### src/hw/icache_pkg.sv
// Instruction cache shared definitions
`default_nettype none

package icache_pkg;

  ////////////////////////////////////////////////////////////////////////////
  // Geometry
  ////////////////////////////////////////////////////////////////////////////
  localparam int ASSOC      = 4;
  localparam int SETS       = 16;
  localparam int WORD_W     = 32;
  localparam int BLOCK_W    = ASSOC * WORD_W;
  localparam int WAY_W      = 2;
  localparam int INDEX_W    = 4;
  localparam int OFFSET_W   = 2;
  localparam int BYTE_W     = 2;
  localparam int PTAG_W     = 8;
  localparam int VADDR_W    = 16;

  // Address field positions
  localparam int INDEX_LSB  = OFFSET_W + BYTE_W;
  localparam int PAGE_OFF_W = INDEX_W + OFFSET_W + BYTE_W;
  localparam int PADDR_W    = PTAG_W + PAGE_OFF_W;

  ////////////////////////////////////////////////////////////////////////////
  // Basic types
  ////////////////////////////////////////////////////////////////////////////
  typedef logic [VADDR_W-1:0]  vaddr_t;
  typedef logic [PADDR_W-1:0]  paddr_t;
  typedef logic [PTAG_W-1:0]   ptag_t;
  typedef logic [WAY_W-1:0]    way_t;
  typedef logic [INDEX_W-1:0]  index_t;
  typedef logic [OFFSET_W-1:0] offset_t;
  typedef logic [WORD_W-1:0]   word_t;
  typedef word_t [BLOCK_W/WORD_W-1:0] block_t;

  // One word slot inside a bank
  typedef struct packed {
    index_t  index;
    offset_t slot;
  } bank_addr_s;

  ////////////////////////////////////////////////////////////////////////////
  // Engine packets
  ////////////////////////////////////////////////////////////////////////////
  typedef enum logic {
    e_tag_set,
    e_tag_clear
  } tag_op_e;

  typedef struct packed {
    tag_op_e opcode;
    index_t  index;
    way_t    way_id;
    ptag_t   tag;
  } tag_pkt_s;

  typedef struct packed {
    index_t index;
    way_t   way_id;
    block_t data;
  } data_pkt_s;

  typedef struct packed {
    paddr_t paddr;
    way_t   repl_way;
  } icache_req_s;

  // Lookup result handed from TL to TV
  typedef struct packed {
    paddr_t           paddr;
    logic [ASSOC-1:0] hit_ways;
    logic [ASSOC-1:0] valid_ways;
    logic             hit;
  } tl_info_s;

  // Pseudo-tree LRU bits of one set
  typedef struct packed {
    logic node1;
    logic node0;
    logic root;
  } lru_s;

endpackage

`default_nettype wire

### src/hw/icache_bank_ctrl.sv
// Data bank address and write control
`timescale 1ns/10ps
`default_nettype none

module icache_bank_ctrl
  (
    input  logic                                           fetch_accept_i,
    input  icache_pkg::vaddr_t                             vaddr_i,

    input  icache_pkg::data_pkt_s                          data_pkt_i,
    input  logic                                           data_pkt_v_i,
    output logic                                           data_pkt_yumi_o,

    output logic [icache_pkg::ASSOC-1:0]                   bank_v_o,
    output logic [icache_pkg::ASSOC-1:0]                   bank_w_o,
    output icache_pkg::bank_addr_s [icache_pkg::ASSOC-1:0] bank_addr_o,
    output icache_pkg::word_t [icache_pkg::ASSOC-1:0]      bank_data_o
  );

  icache_pkg::bank_addr_s fetch_addr;

  // Every bank reads the same slot on a fetch
  assign fetch_addr.index = vaddr_i[icache_pkg::INDEX_LSB +: icache_pkg::INDEX_W];
  assign fetch_addr.slot  = vaddr_i[icache_pkg::BYTE_W +: icache_pkg::OFFSET_W];

  // Fills wait for a cycle without a fetch
  assign data_pkt_yumi_o = data_pkt_v_i & ~fetch_accept_i;

  ////////////////////////////////////////////////////////////////////////////
  // Per-bank control
  ////////////////////////////////////////////////////////////////////////////
  for (genvar b = 0; b < icache_pkg::ASSOC; b++)
    begin : g_bank
      icache_pkg::offset_t    fill_slot;
      icache_pkg::bank_addr_s fill_addr;

      // Word w of way h lives in bank h+w, so bank b holds word b-h
      assign fill_slot       = icache_pkg::offset_t'(b) - data_pkt_i.way_id;
      assign fill_addr.index = data_pkt_i.index;
      assign fill_addr.slot  = fill_slot;

      assign bank_v_o[b]    = fetch_accept_i | data_pkt_yumi_o;
      assign bank_w_o[b]    = data_pkt_yumi_o;
      assign bank_addr_o[b] = fetch_accept_i ? fetch_addr : fill_addr;
      assign bank_data_o[b] = data_pkt_i.data[fill_slot];
    end

endmodule

`default_nettype wire

### config.mk
export PLATFORM = sky130hd
export DESIGN_NAME = icache_bank_ctrl
export DESIGN_NICKNAME = d
export VERILOG_FILES = /design/src/hw/icache_pkg.sv /design/src/hw/icache_bank_ctrl.sv
export SDC_FILE = /design/constraint.sdc
export NUM_CORES = 1
export LEC_CHECK = 0
export BUFFER_PORTS_ARGS = -buffer_cell sky130_fd_sc_hd__buf_4
export CAP_MARGIN = 20
export CORE_AREA = 4 4 119 121
export DETAILED_ROUTE_END_ITERATION = 16
export DIE_AREA = 0 0 123 125
export PLACE_DENSITY = 0.7
export SLEW_MARGIN = 10
export SYNTH_ARGS = -nofsm -noshare
export SYNTH_HDL_FRONTEND = slang
export SYNTH_SLANG_ARGS = --single-unit
### constraint.sdc
create_clock -name vclk -period 1.44
set_input_delay 0.288 -clock vclk [all_inputs]
set_output_delay 0.288 -clock vclk [all_outputs]
set_load 0.01 [all_outputs]
# Word level (Yosys, flattened, before mapping)
# Cells that the tools add are included.
dict set report totals {
  ff_bits 0
  in_bits 152
  output_inout_bits 161
  wordCells 23
}
dict set report op_classes {
  add_sub_neg 4
  order_cmp 4
  mux 12
  bitwise_logic 3
}
# operator count
set op_table {}
lappend op_table {{binary-select mux 32 bit (select 2 bit)} 4}
lappend op_table {{two-way mux 32 bit} 4}
lappend op_table {{two-way mux 6 bit} 4}
lappend op_table {{less-than comparator 2 x 3 -> 1 bit (second input constant)} 4}
lappend op_table {{subtractor 1 x 2 -> 2 bit (first input constant)} 2}
lappend op_table {{subtractor 2 bit (first input constant)} 2}
lappend op_table {{AND 1 bit} 1}
lappend op_table {{inverter 1 bit} 1}
lappend op_table {{OR 1 bit} 1}

# Logic depth before layout (Yosys ltp)
dict set report logic_depth {
  word_depth 3
  mapped_depth 7
  ltp_nobuf 2
}

# Worst setup path before layout
# Ideal clock, no wire load.
dict set report synth_timing {
  path_kind {input to output}
  start {in data_pkt_i[128] (netlist name)}
  end {out bank_addr_o[12] (netlist name)}
  arrival_ns 1.402
  required_ns 1.152
  path_slack_ns -0.250
  stages 7
  n_path_buf 5
  cell_sequence {buf_6 > buf_12 > buf_6 > buf_4 > inv_1 > o21ai_0 > buf_4}
}
# element line
set synth_lines {}
lappend synth_lines {{start, declared} icache_bank_ctrl.sv:10} ;# input icache_pkg::data_pkt_s data_pkt_i,
lappend synth_lines {{end, declared} icache_bank_ctrl.sv:16} ;# output icache_pkg::bank_addr_s [icache_pkg::ASSOC-1:0] bank_addr_o,

==> impl_metrics.yaml <==
power:
  p_total_mw: 3.01
  vdd_ir_drop_max_uv: 208
  power_leakage_nw: 3.13
  p_per_area_nw_per_um2: 416
sta:
  slew_headroom: 0.790
  period_minus_slack_ps: 1560
  fin_crit_sh: 1.08
  tightest_slew_ps: 315
  max_freq_ghz: 0.640
  timing.setup.tns_ps: -9130
  rsz0062_at_grt: "yes"
  final_hold_viol_count: 0
  drv_slew: 0
  setup_ws_ps: -121
  finalSetupViolCount: 129
grt:
  grt_pass1_vias: 4059
  grt_pass1_wl_um: 23200
  grt-ovfl-total: 0
  antenna_found_initial: 0
  grt_max_degree: 18
  gr-usage-all-layers: 0.188
logic_synthesis:
  syn_nets: 349
  seq_area_frac_synth: 0
  yosys.area.top_type_share: 0.841
  synth_area_leaders: "mux4_2 84%, buf_4 5.7%, buf_12 3.5%, buf_2 2.5%, mux2_2 1.6%"
  yosysWarnings: 0
  avgSynthCellArea_um2: 17.4
  syn-instance-count: 197
  synthesis.area_um2: 3430
  synth_top_area_cell: "mux4_2"
  synth.distinct_cells: 13
floorplanning:
  die_area_um2: 15400
  initial_core_util: 0.262
  rows: 42
  coreArea_um2: 13100
  dieWidth_um: 123
  die-height_um: 125
  boundaryPins: 313
worst_hold_path:
  min_path_type: "primary input to output port"
  worstHoldStart: "vaddr_i[3]"
setup_path:
  critPathArrivalTime_ps: 1270
  startpoint_type: "primary input"
  crit_start: "data_pkt_i[128]"
  slowest_stage: "mux4_2"
  critPathKind: "primary input to output port"
  cp.required_ps: 1150
  critPathMaxStageDelay_ps: 540
  cp_top_family: "multiplexers"
  crit_path_end_kind: "output port"
  cp_cell_sequence: "buf_16 -> buf_12 -> mux4_2 -> buf_6"
  crit_path_max_fanout: 10
  crit_buf_inv: 3
drt:
  drt_iter0_markers: 199
  drtAntennaViolNets: 0
  wirelength_um: 16200
  post_drt_via_cell_ratio: 5.50
  drc: 0
  firstDrtPassIters: 4
  via_count: 3881
  wl_per_cell_um: 23.0
run:
  drv_cap: 0
final_layout:
  fillCellCount: 1040
  clkbuf_count: 0
  seq_cells: 0
  post-route-cell-area_um2: 7240
  diodes: 0
  seq_area_um2: 0
  layout-drive-gt1-share: 0.983
  syn2layout_area_growth_pct: 111
  finalNonFillerCells: 705
  layout.nets: 683
clock_network:
  holdBufCountCts: 0
placement:
  io_buffers: 303
  gp_congestion: 0.867
  place_inst: 665
  place_area_um2: 5880
  place_ws_ps: -308
  dp_hpwl_um: 11300
outcome:
  violations: "setup timing"
  outcome: "finished, violations left"
layer usage:
metal / share of wire / GRT usage / vias up
met5: 0 / 0 / -
met4: 0.0078 / 0.0104 / 0
met3: 0.11 / 0.0420 / 11
met2: 0.55 / 0.361 / 252
met1: 0.34 / 0.221 / 2008
li1: - / - / 1610
synth_stat cells:
| master | n |
|---|---|
| buf_12 | 6 |
| buf_2 | 17 |
| buf_4 | 26 |
| buf_6 | 2 |
| clkbuf_1 | 1 |
| inv_1 | 2 |
| mux2_2 | 5 |
| mux4_2 | 128 |
| nand2_1 | 2 |
| nor2b_1 | 1 |
| o21ai_0 | 5 |
| or2_2 | 1 |
| xor2_1 | 1 |
what timing repair did:
| item | CTS | global route |
|---|---|---|
| gates resized for setup | 164 | 25 |
| cloned | 12 | 8 |
| buffers inserted | 16 | 5 |
| setup endpoints to repair | 130 | 128 |
cells in the final DEF (no fill, tap or decap):
cell and count:
buf_4 209, buf_6 136, mux4_2 128, buf_16 15
buf_12 9, clkbuf_16 8, buf_8 7, mux2_2 4
o21ai_0 3, nand2_1 2, inv_1 2, xor2_1 1
o21ai_2 1, o21ai_4 1, mux2_4 1, nor2b_1 1
or2_2 1
stage by stage:
step | util | hold WS (ps)
2_1_floorplan | - | 708
3_3_place_gp | 0.449 | 895
3_5_place_dp | 0.449 | 896
4_1_cts | 0.530 | 891
5_1_grt | 0.553 | 905
6_report | 0.553 | 890
final timing paths:
kind	slack (ps)	to	cells past startpoint
worst max-delay path	-120	bank_data_o[126]	4
worst min-delay path	890	bank_addr_o[1]	3
where the power goes:
group / leakage [nW] / internal, mW / switching, mW / total (mW)
registers: 0 / 0 / 0 / 0
logic: 3.13 / 1.89 / 1.12 / 3.01
clock network: 0 / 0 / 0 / 0
cells by family (layout without fill, tap and decap cells):
group	Yosys count	count (layout)	share of synthesized area
muxes	133	133	0.858
buffers and inverters	54	386	0.127
AOI/OAI and AO/OA	5	5	0.00730
and+or+nand+nor	4	4	0.00584
xor gates and xnor gates	1	1	0.00256
final cells by class:
class	count	area [µm²]	share of cell area
inverter	2	7.51	0.00104
multi-input combinational	143	3010	0.416
tap	176	220	0.0304
timing repair buffer	384	4000	0.552
No activity file was read; power rests on OpenSTA's default activity.
