$ cat config.mk
export PLATFORM = sky130hd
export DESIGN_NAME = icache_word_select
export DESIGN_NICKNAME = d
export VERILOG_FILES = /design/src/hw/icache_pkg.sv /design/src/hw/icache_word_select.sv
export SDC_FILE = /design/constraint.sdc
export NUM_CORES = 1
export LEC_CHECK = 0
export BUFFER_PORTS_ARGS = -buffer_cell sky130_fd_sc_hd__clkbuf_2
export CAP_MARGIN = 20
export CORE_ASPECT_RATIO = 1.1
export CORE_MARGIN = 1.5
export CORE_UTILIZATION = 55
export CTS_CLUSTER_SIZE = 10
export DETAILED_ROUTE_END_ITERATION = 8
export MAX_ROUTING_LAYER = met4
export PLACE_DENSITY = 0.89
export SLEW_MARGIN = 10
export SYNTH_ARGS = -nofsm -noshare
export SYNTH_HDL_FRONTEND = slang
export SYNTH_SLANG_ARGS = --single-unit
$ cat constraint.sdc
create_clock -name clk_i -period 3.75 [get_ports clk_i]
set_input_delay 1.125 -clock clk_i [delete_from_list [all_inputs] [get_ports clk_i]]
set_output_delay 1.125 -clock clk_i [all_outputs]
set_load 0.02 [all_outputs]
$ cat src/hw/icache_pkg.sv
// Instruction cache shared definitions
`default_nettype none

package icache_pkg;

  ////////////////////////////////////////////////////////////////////////////
  // Geometry
  ////////////////////////////////////////////////////////////////////////////
  localparam int ASSOC      = 4;
  localparam int SETS       = 16;
  localparam int WORD_W     = 32;
  localparam int BLOCK_W    = ASSOC * WORD_W;
  localparam int WAY_W      = 2;
  localparam int INDEX_W    = 4;
  localparam int OFFSET_W   = 2;
  localparam int BYTE_W     = 2;
  localparam int PTAG_W     = 8;
  localparam int VADDR_W    = 16;

  // Address field positions
  localparam int INDEX_LSB  = OFFSET_W + BYTE_W;
  localparam int PAGE_OFF_W = INDEX_W + OFFSET_W + BYTE_W;
  localparam int PADDR_W    = PTAG_W + PAGE_OFF_W;

  ////////////////////////////////////////////////////////////////////////////
  // Basic types
  ////////////////////////////////////////////////////////////////////////////
  typedef logic [VADDR_W-1:0]  vaddr_t;
  typedef logic [PADDR_W-1:0]  paddr_t;
  typedef logic [PTAG_W-1:0]   ptag_t;
  typedef logic [WAY_W-1:0]    way_t;
  typedef logic [INDEX_W-1:0]  index_t;
  typedef logic [OFFSET_W-1:0] offset_t;
  typedef logic [WORD_W-1:0]   word_t;
  typedef word_t [BLOCK_W/WORD_W-1:0] block_t;

  // One word slot inside a bank
  typedef struct packed {
    index_t  index;
    offset_t slot;
  } bank_addr_s;

  ////////////////////////////////////////////////////////////////////////////
  // Engine packets
  ////////////////////////////////////////////////////////////////////////////
  typedef enum logic {
    e_tag_set,
    e_tag_clear
  } tag_op_e;

  typedef struct packed {
    tag_op_e opcode;
    index_t  index;
    way_t    way_id;
    ptag_t   tag;
  } tag_pkt_s;

  typedef struct packed {
    index_t index;
    way_t   way_id;
    block_t data;
  } data_pkt_s;

  typedef struct packed {
    paddr_t paddr;
    way_t   repl_way;
  } icache_req_s;

  // Lookup result handed from TL to TV
  typedef struct packed {
    paddr_t           paddr;
    logic [ASSOC-1:0] hit_ways;
    logic [ASSOC-1:0] valid_ways;
    logic             hit;
  } tl_info_s;

  // Pseudo-tree LRU bits of one set
  typedef struct packed {
    logic node1;
    logic node0;
    logic root;
  } lru_s;

endpackage

`default_nettype wire

$ cat src/hw/icache_word_select.sv
// Tag verify word selection
`timescale 1ns/10ps
`default_nettype none

module icache_word_select
  (
    input  logic                                      clk_i,
    input  logic                                      tv_en_i,
    input  icache_pkg::word_t [icache_pkg::ASSOC-1:0] bank_data_i,
    input  icache_pkg::tl_info_s                      tl_info_i,
    output icache_pkg::word_t                         data_o
  );

  icache_pkg::word_t [icache_pkg::ASSOC-1:0] bank_data_r;
  logic [icache_pkg::ASSOC-1:0]              hit_ways_r;
  icache_pkg::offset_t                       offset_r;
  logic [icache_pkg::ASSOC-1:0]              bank_sel;

  // TV capture
  always_ff @(posedge clk_i)
    begin
      if (tv_en_i)
        begin
          bank_data_r <= bank_data_i;
          hit_ways_r  <= tl_info_i.hit_ways;
          offset_r    <= tl_info_i.paddr[icache_pkg::BYTE_W +: icache_pkg::OFFSET_W];
        end
    end

  // Hit one-hot rotated left by the word offset names the bank
  always_comb
    begin
      for (int b = 0; b < icache_pkg::ASSOC; b++)
        bank_sel[b] = hit_ways_r[icache_pkg::way_t'(b) - offset_r];
    end

  always_comb
    begin
      data_o = '0;
      for (int b = 0; b < icache_pkg::ASSOC; b++)
        if (bank_sel[b])
          data_o = data_o | bank_data_r[b];
    end

endmodule

`default_nettype wire

Word-level counts from Yosys, hierarchy flattened
Cells that the tools add are included.
Operators by class
  divide/modulo/power cells: 0
  shift-type cells: 0
  add/sub/neg operators: 4
  multipliers: 0
  bitwise gates (word level): 3
  reductions and logical operators: 0
  $lt $le $gt $ge: 4
  multiplexer cells: 12
  eq/ne operators: 0
Operator list (number)
  two-way mux 32 bit: 4
  bitwise OR 32 bit: 3
  < comparator 2 x 3 -> 1 bit, second input constant: 4
  binary-select mux 1 bit (select 2 bit): 4
  two-way mux 1 bit: 4
  subtractor 1 x 2 -> 2 bit, first input constant: 2
  subtractor 2 bit, first input constant: 2
Word-level totals
  word-level logic and storage cells: 29
  ROM bits: 0
  bits of input ports: 155
  register bits: 134
  bits in latches: 0
  memories kept: 0
  memory bits (writable): 0
  output and inout port bits: 32

Depth between registers and ports, before layout
  word-level depth: 10
  mapped depth: 6
  depth with buffers taken out: 3

Worst setup path before layout
Ideal clock, no wire load.
  path kind: register to output
  from: register offset_r[0]
  to: output port data_o[10]
  buffers on the path: 2
  data required time: 2625 ps
  arrival time: 1566 ps
  path slack: 1059 ps
  stages on the path, launching flop included: 5
  cell sequence: edfxtp_1 > buf_2 > clkbuf_1 > mux4_2 > a211o_1
Between the ends
  cells in the longest elaborated chain, start to end: 10
  elaborated cells on any way between the ends: 19
  classes of those cells: add/sub: 4; mux: 12; bitwise: 3
RTL lines
  start, declared: line icache_word_select.sv:16  | icache_pkg::offset_t offset_r;
  start signal, assigned: line icache_word_select.sv:26  | offset_r <= tl_info_i.paddr[icache_pkg::BYTE_W +: icache_pkg::OFFSET_W];
  subtractor 1 x 2 -> 2 bit: line icache_word_select.sv:34  | bank_sel[b] = hit_ways_r[icache_pkg::way_t'(b) - offset_r];
  binary-select mux 1 bit (select 2 bit): line icache_word_select.sv:34
  two-way mux 1 bit (not written as such): line icache_word_select.sv:34
  two-way mux 32 bit: line icache_word_select.sv:41  | if (bank_sel[b])
  bitwise OR 32 bit: line icache_word_select.sv:42  | data_o = data_o | bank_data_r[b];
  two-way mux 32 bit: line icache_word_select.sv:41
  bitwise OR 32 bit: line icache_word_select.sv:42
  two-way mux 32 bit: line icache_word_select.sv:41
  bitwise OR 32 bit: line icache_word_select.sv:42
  two-way mux 32 bit *: line icache_word_select.sv:41
  end, declared: line icache_word_select.sv:11  | output icache_pkg::word_t data_o
Every way passes the cells marked *; elsewhere a longest branch is shown, timed or not. The select of a mux whose other input is x is not followed.

Worst setup path after layout
  from: register offset_r[1]
  to: output port data_o[24]
The elaborated chain is that of the path after synthesis.

==> flow_metrics.env <==
export IMPL_outcome="complete, no violations"
export IMPL_port_buffers=167
export IMPL_routed_wl_mm=16.1
export IMPL_power_frac_comb_pct=18.8
export IMPL_cts_tree="built"
export IMPL_syn_inst=439
export IMPL_clock_sinks=134
export IMPL_overflow=0
export IMPL_die_y_um=121
export IMPL_grt_pass1_vias=4959
export IMPL_syn_area_um2=6990
export IMPL_slew_headroom_pct=65.7
export IMPL_io_pins=187
export IMPL_dieArea_um2=13400
export IMPL_layout_drive_gt1_share_pct=39.1
export IMPL_synthArstFlopShare_pct=0
export IMPL_syn_nets=594
export IMPL_crit_path_max_fanout=42
export IMPL_p_int_mw=3.28
export IMPL_dp_hpwl_mm=10.5
export IMPL_synth_commonest_cells="edfxtp_1 (134), mux2i_1 (128), o22ai_1 (63)"
export IMPL_avgViaCountPerCell=6.37
export IMPL_cts_resized=0
export IMPL_diodes=0
export IMPL_post_route_period_util_pct=95.7
export IMPL_required_ns=2.62
export IMPL_cts_setup_buffers=0
export IMPL_wl_per_cell_um=20.9
export IMPL_fin_crit_ns=3.59
export IMPL_hold_buffers=0
export IMPL_ant_nets=0
export IMPL_synth_area_leaders="edfxtp_1 (58%), mux2i_1 (18%), mux4_2 (10%)"
export IMPL_hold_class="in2reg"
export IMPL_worst_slew_pin_transition_ns=0.514
export IMPL_finalSetupViolCount=0
export IMPL_yosysTopAreaCellShare_pct=57.6
export IMPL_synth_edff_count=134
export IMPL_ys_flop_type="edfxtp_1"
export IMPL_hold_violations=0
export IMPL_end_kind="output port"
export IMPL_vias=4909
export IMPL_crit_type="reg2out"
export IMPL_cts_inserted_buffers=17
export IMPL_ir_drop_mv=0.375
export IMPL_fp_coreArea_um2=12500
export IMPL_antenna_found_initial=0
export IMPL_power_mw=4.38
export IMPL_clockBufferDepth=2
export IMPL_nets=756
export IMPL_synth_area_per_cell_um2=15.9
export IMPL_clk_pin_slew_ns=0.06
export IMPL_final_max_slew_violation_count=0
export IMPL_grt_pass1_wl_mm=25.3
export IMPL_num_rows=43
export IMPL_synthDistinctLibCells=21
export IMPL_firstDrtPassIters=4
export IMPL_grt_max_degree=98
export IMPL_power_density_nw_per_um2=511
export IMPL_swShare_pct=25.2
export IMPL_drt_initial_drc_count=400
export IMPL_p_sw_mw=1.10
export IMPL_synth_largest_area_cell="edfxtp_1"
export IMPL_startpoint_type="flip-flop"
export IMPL_initial_core_util_pct=56.0
export IMPL_yosysSeqAreaShare_pct=57.6
export IMPL_cts_root_buf="clkbuf_16"
export IMPL_drc_errors=0
export IMPL_maxCapViolCount=0
export IMPL_track_usage_pct=25.3
export IMPL_n_fill_cell=853
export IMPL_ys_seq_elements=134
export IMPL_die_width_um=110
export IMPL_arrival_ns=2.46
export IMPL_p_clk_share_pct=38.1
export IMPL_setup_tns_ns=0
export IMPL_rsz0062_at_grt="false"
export IMPL_yosysMostFrequentCell="edfxtp_1"
export IMPL_syn_to_final_growth_pct=22.8
export IMPL_cts_htree_levels=4
export IMPL_p_seq_share_pct=43.1
export IMPL_max_freq_ghz=0.279
export IMPL_gp_congestion=0.766
export IMPL_yosys_warnings=0
export IMPL_power_leakage_nw=3.59
export IMPL_fin_hold_ws_ns=0.885
==> layer usage <==
| metal | track usage, % | vias to the layer above | wire (µm) | share of wire (%) |
|---|---|---|---|---|
| met1 | 28.7 | 2424 | 6020 | 37 |
| met4 | 12.5 | 0 | 509 | 3.2 |
| met2 | 43.4 | 259 | 8640 | 54 |
| met3 | 4.85 | 44 | 957 | 5.9 |
| li1 | - | 2182 | - | - |
| met5 | - | - | 0 | 0 |
==> per-stage QoR <==
stage	std cells	setup slack [ns]	instance area (µm²)	utilization [%]
3_3_place_gp	739	0.538	7980	63.9
6_report	771	0.161	8580	68.7
4_1_cts	771	0.0643	8580	68.7
5_1_grt	771	0.0689	8580	68.7
2_1_floorplan	439	1.06	6990	-
3_5_place_dp	739	0.508	7980	63.9
==> logic make-up after synthesis <==
| group | synth area share [%] |
|---|---|
| DFF | 57.6 |
| buffers and inverters | 3.03 |
| muxes | 28.8 |
| and+or+nand+nor | 0.555 |
| AOI/OAI and AO/OA | 9.99 |
==> worst paths after layout <==
kind | from | end | slack (ns) | cells past startpoint
worst min-delay path | bank_data_i[14] | bank_data_r[14] | 0.88 | 1
worst max-delay path | offset_r[1] | data_o[24] | 0.16 | 4
==> worst max-delay path, stage by stage, from the launching register on <==
cell,delay (ns)
edfxtp_1,0.65
buf_12,0.34
mux4_2,0.55
a211o_1,0.32
clkbuf_2,0.16
==> layout make-up <==
| cell class | instances | area [µm²] | area share, % |
|---|---|---|---|
| Inverter | 1 | 3.75 | 0.0438 |
| Timing Repair Buffer | 181 | 997 | 11.6 |
| Multi-Input combinational cell | 266 | 2760 | 32.2 |
| Clock inverter | 11 | 156 | 1.82 |
| Sequential cell | 134 | 4020 | 46.9 |
| Clock buffer | 21 | 440 | 5.13 |
| Tap cell | 157 | 196 | 2.29 |
==> cell usage in the layout (no fill, tap or decap) <==
master and count:
a2111o_1 1, a211o_1 31, a21boi_0 1, buf_12 4, buf_4 10, buf_6 1, bufinv_16 4, clkbuf_1 4
clkbuf_16 17, clkbuf_2 166, clkinv_1 3, clkinv_2 2, clkinvlp_4 2, edfxtp_1 134, inv_1 1, mux2i_1 128
mux2i_4 2, mux4_2 31, nand2_1 3, nand2b_1 1, nand3_1 1, nand3b_1 1, o21ai_0 1, o22ai_1 63
o32ai_1 1, or3b_2 1
==> power groups by stage <==
stage | clock, mW | combinational, mW | sequential, mW
6_report | 1.67 | 0.825 | 1.89
5_1_grt | 1.76 | 0.881 | 1.90
4_1_cts | 1.69 | 0.826 | 1.89
3_5_place_dp | 0 | 0.817 | 1.91
3_3_place_gp | 0 | 0.787 | 1.89
2_1_floorplan | 0 | 0.566 | 1.88
==> state kept, by name, indices dropped and copies added, names as in the netlist <==
| signal | cells |
|---|---|
| bank_data_r | 128 |
| hit_ways_r | 4 |
| offset_r | 2 |
Power figures use the tool's default switching activity.
