$ cat config.mk
export PLATFORM = sky130hd
export DESIGN_NAME = icache_data_bank
export DESIGN_NICKNAME = d
export VERILOG_FILES = /design/src/hw/icache_pkg.sv /design/src/hw/icache_data_bank.sv
export SDC_FILE = /design/constraint.sdc
export NUM_CORES = 2
export LEC_CHECK = 0
export BUFFER_PORTS_ARGS = -buffer_cell sky130_fd_sc_hd__buf_2
export CAP_MARGIN = 20
export CORE_MARGIN = 5
export CORE_UTILIZATION = 50
export DETAILED_ROUTE_END_ITERATION = 10
export PLACE_DENSITY = 0.74
export SKIP_CTS_REPAIR_TIMING = 1
export SYNTH_ARGS = -nofsm -noshare
export SYNTH_HDL_FRONTEND = slang
export SYNTH_SLANG_ARGS = --single-unit
$ cat constraint.sdc
create_clock -name clk_i -period 7.25 [get_ports clk_i]
set_input_delay 1.45 -clock clk_i [delete_from_list [all_inputs] [get_ports clk_i]]
set_output_delay 1.45 -clock clk_i [all_outputs]
set_load 0.01 [all_outputs]
$ cat src/hw/icache_pkg.sv
// Instruction cache shared definitions
`default_nettype none

package icache_pkg;

  ////////////////////////////////////////////////////////////////////////////
  // Geometry
  ////////////////////////////////////////////////////////////////////////////
  localparam int ASSOC      = 4;
  localparam int SETS       = 16;
  localparam int WORD_W     = 32;
  localparam int BLOCK_W    = ASSOC * WORD_W;
  localparam int WAY_W      = 2;
  localparam int INDEX_W    = 4;
  localparam int OFFSET_W   = 2;
  localparam int BYTE_W     = 2;
  localparam int PTAG_W     = 8;
  localparam int VADDR_W    = 16;

  // Address field positions
  localparam int INDEX_LSB  = OFFSET_W + BYTE_W;
  localparam int PAGE_OFF_W = INDEX_W + OFFSET_W + BYTE_W;
  localparam int PADDR_W    = PTAG_W + PAGE_OFF_W;

  ////////////////////////////////////////////////////////////////////////////
  // Basic types
  ////////////////////////////////////////////////////////////////////////////
  typedef logic [VADDR_W-1:0]  vaddr_t;
  typedef logic [PADDR_W-1:0]  paddr_t;
  typedef logic [PTAG_W-1:0]   ptag_t;
  typedef logic [WAY_W-1:0]    way_t;
  typedef logic [INDEX_W-1:0]  index_t;
  typedef logic [OFFSET_W-1:0] offset_t;
  typedef logic [WORD_W-1:0]   word_t;
  typedef word_t [BLOCK_W/WORD_W-1:0] block_t;

  // One word slot inside a bank
  typedef struct packed {
    index_t  index;
    offset_t slot;
  } bank_addr_s;

  ////////////////////////////////////////////////////////////////////////////
  // Engine packets
  ////////////////////////////////////////////////////////////////////////////
  typedef enum logic {
    e_tag_set,
    e_tag_clear
  } tag_op_e;

  typedef struct packed {
    tag_op_e opcode;
    index_t  index;
    way_t    way_id;
    ptag_t   tag;
  } tag_pkt_s;

  typedef struct packed {
    index_t index;
    way_t   way_id;
    block_t data;
  } data_pkt_s;

  typedef struct packed {
    paddr_t paddr;
    way_t   repl_way;
  } icache_req_s;

  // Lookup result handed from TL to TV
  typedef struct packed {
    paddr_t           paddr;
    logic [ASSOC-1:0] hit_ways;
    logic [ASSOC-1:0] valid_ways;
    logic             hit;
  } tl_info_s;

  // Pseudo-tree LRU bits of one set
  typedef struct packed {
    logic node1;
    logic node0;
    logic root;
  } lru_s;

endpackage

`default_nettype wire

$ cat src/hw/icache_data_bank.sv
// Single-port instruction data bank
`timescale 1ns/10ps
`default_nettype none

module icache_data_bank
  (
    input  logic                   clk_i,
    input  logic                   v_i,
    input  logic                   w_i,
    input  icache_pkg::bank_addr_s addr_i,
    input  icache_pkg::word_t      data_i,
    output icache_pkg::word_t      data_o
  );

  // One word per way slot of every set
  icache_pkg::word_t mem [icache_pkg::SETS*icache_pkg::ASSOC];

  // Read data stays put until the next read
  always_ff @(posedge clk_i)
    begin
      if (v_i)
        begin
          if (w_i)
            mem[addr_i] <= data_i;
          else
            data_o <= mem[addr_i];
        end
    end

endmodule

`default_nettype wire

======== Word-level counts from Yosys, hierarchy flattened ========
Memory sizes are Yosys's and may differ from the RTL's. A register that Yosys moved wholly into a read port is not among the register bits.
Index checks and enable logic that the tools add are counted.
cells by class
  reduce and logical (&&, ||, !) cells .... 1
  bitwise gates (word level) .............. 1
  mux-type cells .......................... 3
operator list
  cell              number
  $mux 1            3
  $reduce_and 2->1  1
  $not 1->1         1
storage, ports and cells
  RAM bits ................................ 2,048
  memories ................................ 1
  bits of input ports ..................... 41
  output and inout port bits .............. 32
  word-level logic and storage cells ...... 6
  register bits ........................... 0
memories
  memory  words  width  read ports  clocked after memory_dff  write ports  line                    text
  mem     64     32     1           1                         1            icache_data_bank.sv:16  icache_pkg::word_t mem [icache_pkg::SETS*icache_pkg::ASSOC];

======== Depth between registers and ports, before layout ========
  depth after elaboration ................. 3
  mapped depth ............................ 12
  gate-level depth less buffers ........... 6

======== Worst setup path after synthesis ========
No wires, ideal clock.
  kind .................................... in2reg
  from .................................... input port addr_i[2] in the netlist's numbering
  to ...................................... memory mem[15][0] in the netlist's numbering, enable pin
  slack ................................... 2,426 ps
  stages .................................. 9
  data arrival time ....................... 4,402 ps
  required time ........................... 6,829 ps
  library setup time ...................... 421 ps
  path buffers ............................ 6
  path through ............................ buf_6 buf_4 buf_4 buf_2 buf_2 clkbuf_1 and3_1 nand2_1 nor2_1
RTL lines
  item         line                    text
  from (decl)  icache_data_bank.sv:10  input icache_pkg::bank_addr_s addr_i,
  to (decl)    icache_data_bank.sv:16
No word-level cell before the write port.

======== Worst setup path in the final report ========
  from .................................... input port addr_i[1] in the netlist's numbering
  to ...................................... memory mem[56][19] in the netlist's numbering, enable pin
No word-level cell before the write port.

==> results.txt <==
- In the finished design, the share of the clock period the worst path needs comes to 0.637.
- In this run, placement finished with an instance count of 6,381.
- DR WL/cell: 31.7 um
- Status: finished clean
- CTS Root Cell: sky130_fd_sc_hd__clkbuf_16
- Wire segments on met3 add up to 30.9 mm in the final route.
- For the pin with the worst max-slew slack, the measured transition is 1190 ps.
- Setup TNS: 0 ps
- Shortest clock period the worst path allows after layout: 4620 ps
- After synthesis, the mean cell area works out to 17.7 sq um.
- Post-synth top area share: 0.796
* Share of async-settable or async-resettable flops after synthesis: 0
- Cell breakdown of the critical path: buf_8 -> or2_2 -> nor2_4 -> buf_4 -> nand3_1 -> nor2_4 -> buf_4
* Remaining number of nets flagged by the antenna check after routing: 0
* Critical path launch point type: input port
- Max Freq: 217 MHz
* Slew margin rel.: 0.205
- Setup repair after global routing left no endpoint under its margin.
* Finished Layout Cells: 6,733
- Slowest stage cell, crit path: sky130_fd_sc_hd__nor2_4
- Synthesis produced a netlist with a net count of 4,477.
- Met2 WL: 96.5 mm
- The synthesized design contains 2,080 register bits.
- By count the netlist is led by sky130_fd_sc_hd__edfxtp_1 (2,080), sky130_fd_sc_hd__a22oi_1 (477), sky130_fd_sc_hd__mux2i_1 (242).
- After synthesis the cells add up to 78,500 sq um.
- Final setup vio count: 0
* Core ar.: 156,000 sq um
- Via-per-instance ratio: 6.78
- Sorting the synthesized cells by area gives the leading types as sky130_fd_sc_hd__edfxtp_1 (80%), sky130_fd_sc_hd__a22oi_1 (4.6%), sky130_fd_sc_hd__mux2i_1 (3.1%).
- Share of the core filled with cells in the final layout: 0.562
- Total wire length after detailed routing: 213 mm
- Counting flops with a built-in enable in the synthesized netlist gives 2,080.
- Post-Syn Instances: 4,436
* Total half-perimeter wirelength after legalization and detailed placement: 122 mm
- Yosys warning total: 0
- The final hold violation count came to 0.
* Total number of vias: 45,600
- Area Growth Syn to Fin: 11.8%
- In the synthesized netlist the dominant register cell turns out to be sky130_fd_sc_hd__edfxtp_1.
- For this configuration, the core starts out at a cell density of 0.503.
- In the post-synthesis netlist, the cell with the most instances is sky130_fd_sc_hd__edfxtp_1.
* Net count, final: 4,561
* Die width: 406 um
* Wire length of the first global-routing pass: 306 mm
- Cell type group with the largest total delay on the critical path: simple AND/OR/NAND/NOR gates
* Routability cong.: 0.862
- Type of element capturing the critical path: flip-flop
- The netlist uses 54 different library cells.
* Final total power: 23.9 mW
- For this run the aggregate overflow at the end of global routing stands at 0.
* Sequential element share of the synthesized area: 0.796
- Combined area of the multi-input logic cells: 15,200 sq um
- Leak pwr: 27.4 nW
- The clock drives 2,080 sinks.
- H-tree levels: 4
* Cts bufs inserted: 189
* Clock latency reported for the late side of the worst-skew pair: 830 ps
- Layout fillers: 11,200
- Pin count of the biggest net entering global routing: 136
- The via count of the first global-routing pass is 43,600.
- Fraction of layout cells with a size suffix above 1: 0.137
- The sequential cells in the finished layout cover a total of 62,500 sq um.
* CTS tree: built
* Max-cap check violation count: 0
* Worst clock skew on the final layout: 38.3 ps
- Core Rows: 145
* Worst VDD drop: 0.284 mV
- Number of optimization iterations in the first detailed-route pass: 7
* Total Die Area: 165,000 sq um
- Bufs on Longest Clock Path: 3
- Post-detailed-route DRC marker count: 0
- Category of the critical setup timing path: input port to flip-flop
* Clock slew at reported path FFs: 60 ps
- The highest metal layer carrying signal wires in the routed design is met5.
- Top cell type by total area after synthesis: sky130_fd_sc_hd__edfxtp_1
- For the worst setup path, the data required time is 7740 ps.
- The initial antenna violation count is 20.
- DRT iter0 DRCs: 7,978
- Post-route met1 wirelength: 78.1 mm
- In this run the worst hold path is classified as flip-flop to flip-flop.
- Number of buffers and inverters on the critical path: 3
- The count of buffers added on input and output ports is 72.
- In this run the power density over the cells is 272 nW/um^2.
- Along the worst path, the maximum fanout reaches 43.
* Slew Viols, Final: 0
- In this run the count of I/O pins placed on the die edge is 73.
- From bottom edge to top edge, the die measures 406 um.
- Data arrives at the worst endpoint at 5110 ps.
- GRT Overall Usage: 0.254
- Maximum single-stage delay on the critical path: 880 ps
worst reg2reg max path, stage by stage (launching register included):
cell and delay [ps]:
sky130_fd_sc_hd__edfxtp_1 360, sky130_fd_sc_hd__a221oi_1 440, sky130_fd_sc_hd__nor2_1 100, sky130_fd_sc_hd__a211o_1 310, sky130_fd_sc_hd__or4_1 760, sky130_fd_sc_hd__or3_1 460
metal layers:
layer	vias up	global-route usage
met4	4	0.0879
met5	-	0
met2	3561	0.383
met1	22900	0.357
li1	18600	-
met3	502	0.0750
through the flow:
| step | instance area [sq um] | setup slack, ps | hold slack [ps] |
|---|---|---|---|
| final | 87700 | 2630 | 746 |
| after CTS | 87600 | 2770 | 743 |
| after global routing | 87700 | 2600 | 788 |
| after floorplan | 78500 | 2430 | 665 |
| after global placement | 81700 | 1940 | 714 |
| after detailed placement | 81900 | 1900 | 731 |
placed cells by master (no fill, tap or decap), types with 16 or more instances in the layout:
cell | netlist | final
sky130_fd_sc_hd__nand2_1 | 117 | 116
sky130_fd_sc_hd__a211oi_1 | 17 | 17
sky130_fd_sc_hd__a21oi_1 | 70 | 70
sky130_fd_sc_hd__a31oi_1 | 44 | 44
sky130_fd_sc_hd__o21ai_0 | 97 | 97
sky130_fd_sc_hd__o22ai_1 | 238 | 238
sky130_fd_sc_hd__nor3_1 | 49 | 49
sky130_fd_sc_hd__buf_2 | 59 | 69
sky130_fd_sc_hd__o22a_1 | 30 | 30
sky130_fd_sc_hd__clkbuf_1 | 201 | 44
sky130_fd_sc_hd__a221oi_1 | 166 | 166
sky130_fd_sc_hd__a211o_1 | 16 | 16
sky130_fd_sc_hd__a311oi_1 | 16 | 16
sky130_fd_sc_hd__clkinv_2 | 0 | 31
sky130_fd_sc_hd__clkbuf_16 | 0 | 190
sky130_fd_sc_hd__mux2i_1 | 242 | 242
sky130_fd_sc_hd__edfxtp_1 | 2080 | 2080
sky130_fd_sc_hd__nor2_4 | 0 | 69
sky130_fd_sc_hd__mux2_2 | 72 | 72
sky130_fd_sc_hd__clkinv_1 | 2 | 50
sky130_fd_sc_hd__a22o_1 | 29 | 29
sky130_fd_sc_hd__or3_1 | 30 | 28
sky130_fd_sc_hd__o221ai_1 | 21 | 21
sky130_fd_sc_hd__buf_4 | 8 | 134
sky130_fd_sc_hd__a22oi_1 | 477 | 477
sky130_fd_sc_hd__nor2_1 | 155 | 84
cells by family (layout without fill, tap and decap cells):
logic type	Yosys count	in the layout	share of synthesized area
AOI/OAI and AO/OA	1283	1283	0.118
buffers and inverters	332	559	0.0180
DFF	2080	2080	0.796
muxes	322	322	0.0435
other	0	12	0
and+or+nand+nor	419	419	0.0244
final timing paths:
| check | start | to | slack, ps | cells after the start |
|---|---|---|---|---|
| worst min register to register | mem[18][19]$_DFFE_PP_ | data_o[19]$_DFFE_PP_ | 750 | 3 |
| worst max-delay path | addr_i[1] | mem[56][19]$_DFFE_PP_ | 2630 | 7 |
| worst min-delay path | mem[18][19]$_DFFE_PP_ | data_o[19]$_DFFE_PP_ | 750 | 3 |
| worst max register to register | mem[12][6]$_DFFE_PP_ | data_o[6]$_DFFE_PP_ | 4580 | 5 |
registers in the layout, summed over array words and instances, names as in the netlist:
| register | count |
|---|---|
| data_o | 32 |
| mem | 2048 |
where the power goes:
| group | leakage, nW | switching [mW] | internal [mW] |
|---|---|---|---|
| clock network | 2.79 | 4.31 | 5.04 |
| logic | 5.90 | 0.897 | 0.322 |
| registers | 18.7 | 0.0247 | 13.3 |
| total | 27.4 | 5.23 | 18.7 |
final cells by class:
cell class / count / area share
sequential: 2080 / 0.712
multi-input combinational: 2024 / 0.173
clock buffer: 234 / 0.0561
clock inverter: 100 / 0.00900
timing repair buffer: 222 / 0.0198
tap: 2058 / 0.0293
antenna: 12 / 0.000342
inverter: 3 / 0.000143
(Power assumes the default switching activity.)
