`src/hw/icache_pkg.sv`:
```
// Instruction cache shared definitions
`default_nettype none

package icache_pkg;

  ////////////////////////////////////////////////////////////////////////////
  // Geometry
  ////////////////////////////////////////////////////////////////////////////
  localparam int ASSOC      = 4;
  localparam int SETS       = 16;
  localparam int WORD_W     = 32;
  localparam int BLOCK_W    = ASSOC * WORD_W;
  localparam int WAY_W      = 2;
  localparam int INDEX_W    = 4;
  localparam int OFFSET_W   = 2;
  localparam int BYTE_W     = 2;
  localparam int PTAG_W     = 8;
  localparam int VADDR_W    = 16;

  // Address field positions
  localparam int INDEX_LSB  = OFFSET_W + BYTE_W;
  localparam int PAGE_OFF_W = INDEX_W + OFFSET_W + BYTE_W;
  localparam int PADDR_W    = PTAG_W + PAGE_OFF_W;

  ////////////////////////////////////////////////////////////////////////////
  // Basic types
  ////////////////////////////////////////////////////////////////////////////
  typedef logic [VADDR_W-1:0]  vaddr_t;
  typedef logic [PADDR_W-1:0]  paddr_t;
  typedef logic [PTAG_W-1:0]   ptag_t;
  typedef logic [WAY_W-1:0]    way_t;
  typedef logic [INDEX_W-1:0]  index_t;
  typedef logic [OFFSET_W-1:0] offset_t;
  typedef logic [WORD_W-1:0]   word_t;
  typedef word_t [BLOCK_W/WORD_W-1:0] block_t;

  // One word slot inside a bank
  typedef struct packed {
    index_t  index;
    offset_t slot;
  } bank_addr_s;

  ////////////////////////////////////////////////////////////////////////////
  // Engine packets
  ////////////////////////////////////////////////////////////////////////////
  typedef enum logic {
    e_tag_set,
    e_tag_clear
  } tag_op_e;

  typedef struct packed {
    tag_op_e opcode;
    index_t  index;
    way_t    way_id;
    ptag_t   tag;
  } tag_pkt_s;

  typedef struct packed {
    index_t index;
    way_t   way_id;
    block_t data;
  } data_pkt_s;

  typedef struct packed {
    paddr_t paddr;
    way_t   repl_way;
  } icache_req_s;

  // Lookup result handed from TL to TV
  typedef struct packed {
    paddr_t           paddr;
    logic [ASSOC-1:0] hit_ways;
    logic [ASSOC-1:0] valid_ways;
    logic             hit;
  } tl_info_s;

  // Pseudo-tree LRU bits of one set
  typedef struct packed {
    logic node1;
    logic node0;
    logic root;
  } lru_s;

endpackage

`default_nettype wire

```
`src/hw/icache_tag_lookup.sv`:
```
// Tag array and tag lookup stage
`timescale 1ns/10ps
`default_nettype none

module icache_tag_lookup
  (
    input  logic                  clk_i,
    input  logic                  reset_i,

    input  logic                  fetch_accept_i,
    input  icache_pkg::vaddr_t    vaddr_i,

    input  icache_pkg::ptag_t     ptag_i,
    input  logic                  ptag_v_i,

    input  icache_pkg::tag_pkt_s  tag_pkt_i,
    input  logic                  tag_pkt_v_i,
    output logic                  tag_pkt_yumi_o,

    output icache_pkg::tl_info_s  tl_info_o,
    output logic                  tl_valid_o
  );

  // Valid bits per set and way
  logic [icache_pkg::SETS-1:0][icache_pkg::ASSOC-1:0] valid_r;
  icache_pkg::ptag_t [icache_pkg::ASSOC-1:0]          tag_r [icache_pkg::SETS];

  icache_pkg::index_t                                 rd_index;

  // TL stage state
  logic                                               tl_v_r;
  icache_pkg::vaddr_t                                 tl_vaddr_r;
  icache_pkg::ptag_t [icache_pkg::ASSOC-1:0]          tl_tags_r;
  logic [icache_pkg::ASSOC-1:0]                       tl_ways_v_r;
  logic [icache_pkg::ASSOC-1:0]                       hit_ways;

  assign rd_index = vaddr_i[icache_pkg::INDEX_LSB +: icache_pkg::INDEX_W];

  // Engine writes only slip in when no fetch reads the array
  assign tag_pkt_yumi_o = tag_pkt_v_i & ~fetch_accept_i;

  ////////////////////////////////////////////////////////////////////////////
  // Tag array
  ////////////////////////////////////////////////////////////////////////////
  always_ff @(posedge clk_i)
    begin
      if (reset_i)
        valid_r <= '0;
      else if (tag_pkt_yumi_o)
        valid_r[tag_pkt_i.index][tag_pkt_i.way_id] <=
          (tag_pkt_i.opcode == icache_pkg::e_tag_set);
    end

  always_ff @(posedge clk_i)
    begin
      if (tag_pkt_yumi_o && tag_pkt_i.opcode == icache_pkg::e_tag_set)
        tag_r[tag_pkt_i.index][tag_pkt_i.way_id] <= tag_pkt_i.tag;
    end

  ////////////////////////////////////////////////////////////////////////////
  // TL stage
  ////////////////////////////////////////////////////////////////////////////
  // Pipeline never stalls, so TL holds only the fetch from the last cycle
  always_ff @(posedge clk_i)
    begin
      if (reset_i)
        tl_v_r <= 1'b0;
      else
        tl_v_r <= fetch_accept_i;
    end

  always_ff @(posedge clk_i)
    begin
      if (fetch_accept_i)
        begin
          tl_vaddr_r  <= vaddr_i;
          tl_tags_r   <= tag_r[rd_index];
          tl_ways_v_r <= valid_r[rd_index];
        end
    end

  // Way compare against the translated tag
  always_comb
    begin
      for (int i = 0; i < icache_pkg::ASSOC; i++)
        hit_ways[i] = tl_ways_v_r[i] & (tl_tags_r[i] == ptag_i);
    end

  assign tl_info_o.paddr      = {ptag_i, tl_vaddr_r[icache_pkg::PAGE_OFF_W-1:0]};
  assign tl_info_o.hit_ways   = hit_ways;
  assign tl_info_o.valid_ways = tl_ways_v_r;
  assign tl_info_o.hit        = |hit_ways;

  assign tl_valid_o = tl_v_r & ptag_v_i;

endmodule

`default_nettype wire

```
`config.mk`:
```
export PLATFORM = sky130hd
export DESIGN_NAME = icache_tag_lookup
export DESIGN_NICKNAME = d
export VERILOG_FILES = /design/src/hw/icache_pkg.sv /design/src/hw/icache_tag_lookup.sv
export SDC_FILE = /design/constraint.sdc
export NUM_CORES = 1
export LEC_CHECK = 0
export ABC_AREA = 0
export BUFFER_PORTS_ARGS = -buffer_cell sky130_fd_sc_hd__buf_2
export CAP_MARGIN = 20
export CORE_MARGIN = 2
export CORE_UTILIZATION = 55
export CTS_CLUSTER_DIAMETER = 40
export DETAILED_ROUTE_END_ITERATION = 10
export HOLD_SLACK_MARGIN = 0.15
export PLACE_DENSITY = 0.79
export SLEW_MARGIN = 40
export SYNTH_ARGS = -nofsm -noshare
export SYNTH_HDL_FRONTEND = slang
export SYNTH_SLANG_ARGS = --single-unit
```
`constraint.sdc`:
```
create_clock -name clk_i -period 3.05 [get_ports clk_i]
set_input_delay 0.61 -clock clk_i [delete_from_list [all_inputs] [get_ports clk_i]]
set_output_delay 0.61 -clock clk_i [all_outputs]
set_load 0.01 [all_outputs]
```
[After elaboration in Yosys (flattened, before gate mapping)]
Memories as Yosys holds them, arrays and structs flattened. A register that Yosys moved wholly into a read port is not among the register bits.
Cells that the tools add are included.
Storage, ports and cells
  memories kept: 1
  bits in read-only memories: 0
  latch bits: 0
  bits in registers: 77
  RAM bits: 512
  bits of input ports: 44
Memory list
  tag_r: words 16, bits a word 32, read ports 1, clocked after memory_dff 1, wr ports 1, line icache_tag_lookup.sv:26  | icache_pkg::ptag_t [icache_pkg::ASSOC-1:0] tag_r [icache_pkg::SETS];
Operators by class
  muxes and demuxes: 11
  add/subtract/negate cells: 0
  shift operators: 0
  bitwise gates (word level): 8
  multiply operators: 0
  divide/modulo/power cells: 0
  order comparisons: 5
  eq/ne operators: 4
  reduce and logical (&&, ||, !) cells: 4
Operators by type and width (count)
  64-bit bitwise mux: 1
  8-bit == test: 4
  32-bit 2-to-1 mux: 1
  4-bit binary-select mux with 4-bit select: 1
  4-bit demux with 4-bit select: 1
  8-bit demux with 2-bit select: 1
  4-bit by 5-bit less-than comparator with 1-bit output (second input constant): 2
  4-bit 2-to-1 mux: 2
  8-bit 2-to-1 mux: 1
  1-bit bitwise AND: 6
  4-bit by 1-bit greater-or-equal comparator with 1-bit output (second input constant): 1
  4-bit OR reduction: 1
  1-bit logical AND: 3
  2-bit by 3-bit less-than comparator with 1-bit output (second input constant): 1
  1-bit demux with 2-bit select: 1
  2-bit by 1-bit greater-or-equal comparator with 1-bit output (second input constant): 1
  1-bit 2-to-1 mux: 2
  1-bit inverter: 2

[Depth between registers and ports, before layout]
  depth in word-level cells: 7
  mapped depth: 6

[Worst setup path after synthesis]
No wires, ideal clock.
  path kind: input to register
  from: input port fetch_accept_i
  to: memory tag_r[15][0] (netlist bit), enable pin
  stages on the path: 6
  library setup time: 0.371 ns
  path slack: 0.548 ns
  arrival: 2.131 ns
  required time: 2.679 ns
  cell sequence: or4b_1 > buf_2 > or2_1 > buf_2 > buf_6 > nor2_1
Between the ends
  word-level cells in the longest chain between the ends: 5
RTL lines
  start, declared: line icache_tag_lookup.sv:10  | input logic fetch_accept_i,
  1-bit inverter: line icache_tag_lookup.sv:40  | assign tag_pkt_yumi_o = tag_pkt_v_i & ~fetch_accept_i;
  1-bit bitwise AND: line icache_tag_lookup.sv:40
  1-bit logical AND: line icache_tag_lookup.sv:56  | if (tag_pkt_yumi_o && tag_pkt_i.opcode == icache_pkg::e_tag_set)
  1-bit 2-to-1 mux: line icache_tag_lookup.sv:56
  32-bit 2-to-1 mux (implied by the code): line icache_tag_lookup.sv:57  | tag_r[tag_pkt_i.index][tag_pkt_i.way_id] <= tag_pkt_i.tag;
  end, declared: line icache_tag_lookup.sv:26
No other way between the ends.

==> run metrics <==
cell types occupying the most area after synthesis=edfxtp_1, mux4_2, dfxtp_1; Power Dens Cells=664.8 nW/um^2; clock tree from TritonCTS=built; Critical Setup Path Class=flop to output pin; effective utilization at floorplan=0.5598; count of synthesis-stage warnings from yosys=0; core outline area=43,270 um^2; gate count of the mapped netlist=1,316; Critical Path End Type=output pin; net total in the final layout=1,488; clock sinks=621; final sum of negative setup slack=0 ns; RR Startpoint=tag_r[1][25]; count of filler cells inserted in the layout=2,785; Post-Layout Inst Area=28,060 um^2; Clk pwr share=0.453; Max Transition Viols Final=0; clock slew at reported path FFs=0.06 ns; placed inst area=25,680 um^2; Worst Path Max Fanout=2; placed cell count=1,957; most used flip-flop cell after synthesis=edfxtp_1; maximum number of buffers from clock root to sink=3; nets in the synthesized netlist=1,360; full die area=45,730 um^2; max-cap check violation count=0; slowest cell on the critical path=nor3_1; Worst Hold Slack=0.2092 ns; number of cells in the finished layout apart from fillers=2,086; Worst VDD drop=0.4598 mV; biggest area consumer among synthesized cells=edfxtp_1; post-route worst setup slack=0.3380 ns; first-pass GRT wire length=80.13 mm; antenna viol nets, final=0; horizontal die dimension=213.9 um; Synth Cell Area=24,220 um^2; count of unique library cells instantiated by Yosys=25; number of flops mapped to enable cells by yosys=556; sequential-to-total area share from yosys stat=0.7431; initial DRC count=1,494; largest stage delay on the critical path=0.45 ns; maximum number of pins on one net before global-route repair=65; postcts setup bufs=0; die outline height=213.9 um; Synth top cells by count=edfxtp_1, nor2_1, mux4_2; FMAX=0.3687 GHz; NetSw=0.003837 W; average instance area after synthesis=18.40 um^2; count of buffers inserted at the top-level ports=62; I/O pin cnt=71; H-tree levels=3; DRT Wirelength=53.03 mm; Hold WC Path Type=input port to flop; row count=76; final hold viol count=0; setup slack at placement=0.4939 ns; Setup-failing EPs final=0; data required time of the critical path=2.44 ns; number of remaining DRC errors=0; async set-reset flop share out of synthesis=0; Overflow after GRT=0; average via count per standard cell=6.178; logic gate share of total power=0.045; initial antenna violation count=4; Detail Placement HPWL=31.69 mm; cts-stage hold buffer count=0; worst slew pin tran=0.8404 ns; Crit path arrival time=2.10 ns; most instantiated library cell after synthesis=edfxtp_1; worst slew margin relative to its limit=0.4368; setup repair after global routing missed its margin=false; worst-path cell chain=xnor2_1 > nand3_1 > nor3_1 > buf_4 > or4_1 > buf_2; Cell Int Power=0.01482 W; cell chosen for the clock root=clkbuf_16; cell family contributing the most delay on the critical path=simple AND/OR/NAND/NOR gates; Num CTS Buffers=70; Setup Skew=0.01089 ns; all-layer global routing usage=0.2425; Period minus WS final=2.712 ns; leakage power figure=9.029 nW; vias in the first global route=13,192; startpoint kind of the worst setup timing path=flop; worst skew pair latency=0.57 ns; min-delay src=vaddr_i[1]; Detailed Routing Iterations Pass 1=6; total vias in the final route=12,888; run status=finished clean; switching share of power=0.2057; number of gates resized after cts=0; combined buffer and inverter count along the critical path=2; Syn-to-layout area delta=15.84%; fraction of final layout cells sized beyond drive strength 1=0.2824; routed wirelength normalized by instance count=25.42 um; post-synthesis sequential element count=621; final worst path period share=0.8892; area share of the largest cell type after synthesis=0.6893; Routability Congestion=0.7950; Setup crit start=tl_tags_r[7]; register share of total power=0.502
-- per-layer routing --
layer,track usage,up-vias,wire length (um)
met5,0,-,16
met3,0.05434,126,4604
li1,-,5521,-
met1,0.3359,6614,21080
met4,0.09195,2,1514
met2,0.3824,625,25810
-- registers in the layout, indices dropped and copies added, names as in the netlist --
register and count:
tag_r 512, valid_r 64, tl_tags_r 32, tl_vaddr_r 8, tl_ways_v_r 4, tl_v_r 1
-- stage by stage --
step                      utilization  total power (W)
after floorplan                     -          0.01001
after global placement         0.5935          0.01035
after detailed placement       0.5936          0.01037
after CTS                      0.6483          0.01879
after global routing           0.6484          0.01915
final                          0.6485          0.01865
-- worst reg2reg max path, delay by kind of cell (launching register included) --
| kind | cells | cell delay [ns] |
|---|---|---|
| muxes | 1 | 0.49 |
| and+or+nand+nor | 1 | 0.16 |
| DFF | 1 | 0.39 |
| AOI/OAI and AO/OA | 1 | 0.27 |
-- power groups by stage --
| stage | clock [W] | sequential [W] | combinational, W |
|---|---|---|---|
| after detailed placement | 0 | 0.00954 | 0.000828 |
| after floorplan | 0 | 0.00954 | 0.000475 |
| after CTS | 0.00859 | 0.00936 | 0.000837 |
| after global placement | 0 | 0.00954 | 0.000805 |
| final | 0.00845 | 0.00936 | 0.000836 |
| after global routing | 0.00889 | 0.00936 | 0.000895 |
-- path summary, 6_finish.rpt --
check                        to  slack [ns]  depth (start not counted)
setup / recovery   tl_info_o[0]        0.34                          6
setup reg to reg  tl_tags_r[25]        1.48                          3
hold reg to reg     valid_r[48]        0.50                          2
hold / removal    tl_vaddr_r[1]        0.21                          1
-- placed cells by master (no fill, tap or decap), drive strengths merged --
cell      count
dfxtp        65
or4           2
a211oi       64
nand3         4
edfxtp      556
nand4         5
nand2        40
buf         163
clkinvlp      5
mux4        144
or4b          5
clkinv       14
bufinv        6
and2          2
nor3          4
inv           9
clkbuf       92
nor2        193
xnor2        32
nor2b         4
diode         3
nand4b        5
or2           4
nand4bb       8
a22oi        72
-- logic make-up (layout without fill, tap and decap cells) --
| group | count (synthesis) | after routing | share of synthesized area |
|---|---|---|---|
| other | 0 | 3 | 0 |
| AND/OR/NAND/NOR | 276 | 276 | 0.04985 |
| AO/OA/AOI/OAI | 136 | 136 | 0.04215 |
| multiplexers | 144 | 144 | 0.1339 |
| XOR/XNOR | 32 | 32 | 0.01157 |
| flip-flops | 621 | 621 | 0.7431 |
| buffers and inverters | 107 | 289 | 0.01948 |
-- layout make-up --
cell class                 count  area [um^2]  share of cell area
clock inverter                34        365.4             0.01302
sequential                   621        18000              0.6415
antenna                        3        7.507           0.0002676
multi-input combinational    588         5769              0.2056
clock buffer                  92         2001             0.07131
tap                          585        732.0             0.02609
timing repair buffer         163         1185             0.04223
Power figures use the tool's default switching activity.
